===== src/hw/pdu_cfg_pkg.sv =====
package pdu_cfg_pkg;

    // ring geometry.
    localparam int PDU_AWIDTH = 6;
    localparam int RB_DEPTH = 64;

    // largest PDU is eight payload flits plus the header.
    localparam int MAX_PDU_FLITS = 9;
    localparam int ALMOST_FULL_LEVEL = MAX_PDU_FLITS;

    // flit format.
    localparam int FLIT_BYTES = 64;
    localparam int FLIT_WIDTH = FLIT_BYTES * 8;
    localparam int EMPTY_WIDTH = 6;
    localparam int LEN_WIDTH = 16;

    // header fields before padding add up to 200 bits.
    localparam int HDR_USED_WIDTH = 200;
    localparam int HDR_PAD_WIDTH = FLIT_WIDTH - HDR_USED_WIDTH;

    // header action codes.
    localparam logic [7:0] ACTION_CHECK = 8'd1;

endpackage

===== src/hw/pdu_types_pkg.sv =====
package pdu_types_pkg;

    typedef logic [pdu_cfg_pkg::FLIT_WIDTH-1:0] flit_data_t;
    typedef logic [pdu_cfg_pkg::PDU_AWIDTH-1:0] rb_addr_t;
    typedef logic [pdu_cfg_pkg::EMPTY_WIDTH-1:0] empty_t;
    typedef logic [pdu_cfg_pkg::LEN_WIDTH-1:0] pdu_len_t;
    typedef logic [15:0] pdu_id_t;

    // flow 5-tuple without the protocol.
    typedef struct packed {
        logic [31:0] src_ip;
        logic [31:0] dst_ip;
        logic [15:0] src_port;
        logic [15:0] dst_port;
    } tuple_t;

    typedef struct packed {
        tuple_t      tuple;
        logic [31:0] prot;
    } metadata_t;

    // one ring slot.
    typedef struct packed {
        flit_data_t data;
        logic       sop;
        logic       eop;
    } flit_lite_t;

    // occupies the whole first slot of a PDU.
    typedef struct packed {
        tuple_t                                  tuple;
        logic [31:0]                             prot;
        pdu_id_t                                 pdu_id;
        logic [15:0]                             num_ruleID;
        pdu_len_t                                pdu_size;
        pdu_len_t                                pdu_flit;
        logic [7:0]                              action;
        logic [pdu_cfg_pkg::HDR_PAD_WIDTH-1:0]   padding;
    } pdu_hdr_t;

endpackage


===== src/hw/pdu_gen.sv =====
`timescale 1ns/100ps

module pdu_gen (
    input  logic                        clk,
    input  logic                        rst,
    input  logic                        in_sop,
    input  logic                        in_eop,
    input  pdu_types_pkg::flit_data_t   in_data,
    input  pdu_types_pkg::empty_t       in_empty,
    input  logic                        in_valid,
    output logic                        in_ready,
    input  logic                        in_meta_valid,
    input  pdu_types_pkg::metadata_t    in_meta_data,
    output logic                        in_meta_ready,
    output pdu_types_pkg::flit_lite_t   rb_wr_data,
    output pdu_types_pkg::rb_addr_t     rb_wr_addr,
    output logic                        rb_wr_en,
    input  pdu_types_pkg::rb_addr_t     rb_wr_base_addr,
    input  logic                        rb_almost_full,
    output logic                        rb_update_valid,
    output pdu_types_pkg::pdu_len_t     rb_update_size
);

    typedef enum logic [1:0] {
        IDLE,
        WRITE,
        WRITE_HDR
    } state_t;

    state_t state;

    logic                       accept;
    pdu_types_pkg::pdu_len_t    flit_cnt;
    pdu_types_pkg::pdu_len_t    byte_cnt;
    pdu_types_pkg::pdu_len_t    flit_bytes;
    pdu_types_pkg::rb_addr_t    next_addr;
    pdu_types_pkg::pdu_hdr_t    hdr;

    // first pipeline stage ahead of the registered ring outputs.
    logic                       s1_valid;
    pdu_types_pkg::flit_data_t  s1_data;
    pdu_types_pkg::flit_data_t  s1_data_rev;
    pdu_types_pkg::rb_addr_t    s1_addr;
    logic                       s1_sop;
    logic                       s1_eop;
    logic                       s1_swap;

    assign in_ready = (state == WRITE);
    assign accept = in_valid && in_ready;

    // bytes carried by the incoming flit.
    always_comb begin
        flit_bytes = pdu_types_pkg::pdu_len_t'(pdu_cfg_pkg::FLIT_BYTES);
        if (in_eop) begin
            flit_bytes = flit_bytes - pdu_types_pkg::pdu_len_t'(in_empty);
        end
    end

    always_comb begin
        hdr.tuple = in_meta_data.tuple;
        hdr.prot = in_meta_data.prot;
        hdr.pdu_id = '0;
        hdr.num_ruleID = '0;
        hdr.pdu_size = byte_cnt;
        hdr.pdu_flit = flit_cnt;
        hdr.action = pdu_cfg_pkg::ACTION_CHECK;
        hdr.padding = '0;
    end

    always_ff @(posedge clk) begin
        if (rst) begin
            state <= IDLE;
            s1_valid <= 1'b0;
            in_meta_ready <= 1'b0;
            rb_update_valid <= 1'b0;
            flit_cnt <= '0;
            byte_cnt <= '0;
            next_addr <= '0;
        end else begin
            s1_valid <= 1'b0;
            in_meta_ready <= 1'b0;
            rb_update_valid <= 1'b0;
            case (state)
                IDLE: begin
                    flit_cnt <= '0;
                    byte_cnt <= '0;
                    next_addr <= rb_wr_base_addr + 1'b1;
                    // wait out the ready pulse so stale metadata does not start a packet.
                    if (in_meta_valid && !in_meta_ready && !rb_almost_full) begin
                        state <= WRITE;
                    end
                end
                WRITE: begin
                    if (accept) begin
                        s1_valid <= 1'b1;
                        flit_cnt <= flit_cnt + 1'b1;
                        byte_cnt <= byte_cnt + flit_bytes;
                        next_addr <= next_addr + 1'b1;
                        if (in_eop) begin
                            state <= WRITE_HDR;
                        end
                    end
                end
                WRITE_HDR: begin
                    s1_valid <= 1'b1;
                    in_meta_ready <= 1'b1;
                    rb_update_valid <= 1'b1;
                    state <= IDLE;
                end
                default: begin
                    state <= IDLE;
                end
            endcase
        end
    end

    always_ff @(posedge clk) begin
        if (state == WRITE_HDR) begin
            s1_data <= hdr;
            s1_addr <= rb_wr_base_addr;
            s1_sop <= 1'b1;
            s1_eop <= 1'b0;
            s1_swap <= 1'b0;
            // payload plus the header slot.
            rb_update_size <= flit_cnt + 1'b1;
        end else begin
            s1_data <= in_data;
            s1_addr <= next_addr;
            s1_sop <= 1'b0;
            s1_eop <= in_eop;
            s1_swap <= 1'b1;
        end
    end

    // byte 0 of the flit ends up in the top byte.
    always_comb begin
        for (int i = 0; i < pdu_cfg_pkg::FLIT_BYTES; i++) begin
            s1_data_rev[8*i +: 8] = s1_data[8*(pdu_cfg_pkg::FLIT_BYTES-1-i) +: 8];
        end
    end

    always_ff @(posedge clk) begin
        if (rst) begin
            rb_wr_en <= 1'b0;
        end else begin
            rb_wr_en <= s1_valid;
        end
    end

    always_ff @(posedge clk) begin
        rb_wr_addr <= s1_addr;
        rb_wr_data.data <= s1_swap ? s1_data_rev : s1_data;
        rb_wr_data.sop <= s1_sop;
        rb_wr_data.eop <= s1_eop;
    end

endmodule


===== config.mk =====
export PLATFORM = sky130hd
export DESIGN_NAME = pdu_gen
export DESIGN_NICKNAME = d
export VERILOG_FILES = /design/src/hw/pdu_cfg_pkg.sv /design/src/hw/pdu_types_pkg.sv /design/src/hw/pdu_gen.sv
export SDC_FILE = /design/constraint.sdc
export NUM_CORES = 1
export LEC_CHECK = 0
export BUFFER_PORTS_ARGS = -buffer_cell sky130_fd_sc_hd__buf_4
export CORE_AREA = 2 2 473 475
export CTS_BUF_LIST = sky130_fd_sc_hd__clkbuf_16
export CTS_CLUSTER_SIZE = 40
export DETAILED_ROUTE_END_ITERATION = 7
export DIE_AREA = 0 0 475 477
export HOLD_SLACK_MARGIN = 0.03
export PLACE_DENSITY = 0.38
export SYNTH_ARGS = -nofsm -noshare
export SYNTH_HDL_FRONTEND = slang
export SYNTH_SLANG_ARGS = --single-unit

===== constraint.sdc =====
create_clock -name clk -period 3.08 [get_ports clk]
set_clock_uncertainty 0.2 [all_clocks]
set_input_delay 0.616 -clock clk [delete_from_list [all_inputs] [get_ports clk]]
set_output_delay 0.616 -clock clk [all_outputs]
set_load 0.03 [all_outputs]

==> impl_metrics.json <==
{
  "ys_warn_count": 0,
  "critPathBufInv": 3,
  "timing.setup.tns_ps": 0,
  "die_h_microns": 477,
  "ys_async_sr_fraction_pct": 0,
  "grt_start_max_net_pins": 82,
  "yosysSeqAreaShare_pct": 64.7,
  "min_to": "rb_wr_addr[2]",
  "register_area_sq_mm": 0.0222,
  "postRouteAntennaNets": 0,
  "dr.first_iter.drc_count": 753,
  "slowest_stage": "dlygate4sd3_1",
  "setup_slack_ps": 353,
  "grt_use_total_pct": 14.0,
  "fin_util_pct": 26.2,
  "reg2reg_to": "s1_data[473]",
  "ys_ff_latch": 1100,
  "run_status": "complete, no violations",
  "totalPowerFinal_mw": 64.3,
  "grt_first_pass_wirelength_microns": 220000,
  "synth_commonest_cells": "dfxtp_1 (1084), mux2_2 (681), nor2b_1 (356)",
  "synth_top_cell_by_area": "dfxtp_1",
  "cellLeakagePower_nw": 24.8,
  "port_buffers": 1197,
  "grtUsageMet2_pct": 23.4,
  "cts-root-buf": "clkbuf_16",
  "gr-total-overflow": 0,
  "startpoint_type": "register",
  "layout-drive-gt1-share_pct": 47.1,
  "crit_path_end_kind": "register",
  "final-hold-violation-count": 0,
  "worstHoldStart": "s1_addr[2]",
  "min_period_over_period_pct": 88.5,
  "io_pins": 1199,
  "yosysTopAreaCellShare_pct": 63.3,
  "cts_tree": "yes",
  "post-place-cells": 6619,
  "use_met1_pct": 16.2,
  "nFillCells": 23500,
  "htree_levels": 4,
  "core-area_sq_mm": 0.221,
  "worstReg2RegStart": "state[0]",
  "synth.most_common_cell": "dfxtp_1",
  "synthTopCellsByArea": "dfxtp_1 (63%), mux2_2 (22%), nor2b_1 (6.5%), edfxtp_1 (1.4%), buf_2 (1.0%)",
  "wl_per_cell_microns": 21.8,
  "criticalPathCategory": "register to register",
  "post_drt_via_cell_ratio": 3.42,
  "cts_buffer_depth": 3,
  "ys_types": 57,
  "crit_family": "buffers and inverters",
  "critPathMaxFanout": 26,
  "syn_area_sq_mm": 0.0343,
  "finalMaxSlewViolations": 0,
  "post_cts_buffers": 0,
  "dp_hpwl_microns": 130000,
  "antenna_found_initial": 30,
  "clk-insertion-delay-late_ps": 770,
  "slowest_delay_ps": 600,
  "setup_viol": 0,
  "dieArea_sq_mm": 0.227,
  "multi_input_area_sq_mm": 0.0115,
  "drcViolationCount": 0,
  "r2r_slack_ps": 350,
  "totalWireLength_microns": 164000,
  "syn_area_per_cell_sq_um": 13.6,
  "cp_cell_sequence": "inv_1 > ha_4 > buf_4 > mux2_2 > dlygate4sd3_1",
  "vias": 25800,
  "rsz0062_at_grt": "no",
  "start_util_pct": 15.5,
  "hold_depth": 0,
  "period_minus_slack_ps": 2730,
  "top_usage_layer": "met2",
  "synth_top_flop_cell": "dfxtp_1",
  "use_met3_pct": 5.98,
  "reg2reg_depth": 5,
  "synth_edf_count": 16,
  "numCtsBuffers": 139,
  "maxCapViolCount": 0,
  "max_slew.worst_pin.slew_ps": 504,
  "synth_cells": 2521,
  "cts.clk_slew.worst_paths_ps": 60,
  "grt_pass1_vias": 27700,
  "num-nets-final": 5107,
  "cp_data_arrival_time_ps": 3160,
  "die_w_microns": 475,
  "firstDrtPassIters": 4,
  "slew_headroom_pct": 66.4,
  "ir_worst_vdd_mv": 0.509,
  "row_count": 173,
  "synth_nets": 3194,
  "cts_sinks": 1100,
  "syn_to_final_growth_pct": 69.4,
  "gp_congestion": 0.857,
  "dp_slack_ps": -124,
  "power_density_mw_per_mm2": 1110,
  "fin_cells": 7523,
  "max_freq_ghz": 0.367,
  "critical_path_required_ps": 3520,
  "worstHoldPathType": "register to register",
  "cts_resized": 0
}
==> area by class of cell <==
| cell class | instances | share of cell area [%] |
|---|---|---|
| Clock buffer | 140 | 6.03 |
| Tap cell | 2975 | 6.41 |
| Clock inverter | 104 | 1.74 |
| Antenna cell | 11 | 0.0474 |
| Multi-Input combinational cell | 1280 | 19.8 |
| Sequential cell | 1100 | 38.2 |
| Inverter | 12 | 0.0775 |
| Timing Repair Buffer | 1901 | 27.7 |
==> sequential cells by signal, indices dropped and copies added (netlist names) <==
signal and count:
next_addr 6, s1_swap 1, s1_eop 1, s1_sop 1, flit_cnt 16, rb_update_valid 1
rb_update_size 16, byte_cnt 16, rb_wr_addr 6, s1_addr 6, s1_data 512, rb_wr_data 514
rb_wr_en 1, s1_valid 1, state 2
==> cell usage in the layout, fill, tap and decap left out, drive strengths merged, types with 2 or more instances in the layout <==
| cell | n |
|---|---|
| a211oi | 5 |
| a21o | 2 |
| a21oi | 22 |
| a22oi | 7 |
| a32o | 2 |
| and2 | 9 |
| and3 | 9 |
| and4 | 2 |
| buf | 1252 |
| bufinv | 7 |
| clkbuf | 140 |
| clkinv | 61 |
| clkinvlp | 7 |
| dfxtp | 1084 |
| diode | 11 |
| dlygate4sd3 | 649 |
| edfxtp | 16 |
| ha | 13 |
| inv | 41 |
| mux2 | 681 |
| nand2 | 20 |
| nand2b | 6 |
| nand3 | 12 |
| nand4 | 5 |
| nor2 | 34 |
| nor2b | 356 |
| nor3 | 5 |
| o211ai | 6 |
| o21ai | 20 |
| o311ai | 3 |
| o31ai | 5 |
| o41ai | 2 |
| or2 | 2 |
| or3 | 9 |
| or4 | 2 |
| xnor2 | 17 |
| xor2 | 9 |
==> power by group <==
part	internal [mW]	switching, mW	leakage, nW
registers	19.6	2.39	9.27
logic	10.4	15.8	13.3
clock network	9.01	6.97	2.26
total	39.1	25.2	24.8
==> what timing repair did <==
action                                 4_1_cts  5_1_grt
setup endpoints to repair                    0        0
endpoints found under the hold margin      539        0
hold buffers                               649        0
==> how the worst max path moves through the flow <==
stage                      startpoint      endpoint  slack [ps]  depth (start not counted)
after floorplan           in_empty[0]  byte_cnt[12]         130                         11
after global placement    in_empty[0]  byte_cnt[14]        -100                         12
final                        state[0]  s1_data[473]         350                          5
after CTS                    state[0]  s1_data[473]         280                          5
after global routing         state[0]  s1_data[473]         250                          5
after detailed placement  in_empty[0]  byte_cnt[14]        -120                         12
==> logic make-up (layout without fill, tap and decap cells) <==
kind of cell / Yosys count / in the layout / share of synthesized area [%]
compound gates: 87 / 87 / 1.72
xor+xnor: 26 / 26 / 0.664
fa+ha+maj: 14 / 14 / 0.533
buf+inv: 141 / 2157 / 1.81
flops: 1100 / 1100 / 64.7
mux: 681 / 681 / 22.4
other cells: 0 / 11 / 0
simple gates: 472 / 472 / 8.24
==> stage by stage <==
| stage | hold WS [ps] | cell area, sq um |
|---|---|---|
| floorplan | 110 | 34300 |
| global placement | 114 | 47100 |
| detailed placement | 115 | 47100 |
| CTS | 56.3 | 58100 |
| global route | 118 | 58100 |
| finish | 113 | 58100 |
==> metal layers <==
layer	wire, microns	up-vias
met1	67300	12300
met3	15500	193
li1	-	12400
met4	4200	0
met5	0	-
met2	77200	908
==> worst reg2reg max path: stages (launching register included) <==
cell           delay, ps
dfxtp_1              320
inv_1                120
ha_4                 440
buf_4                480
mux2_2               430
dlygate4sd3_1        600
Note: power is estimated with default switching activity, not from simulation.
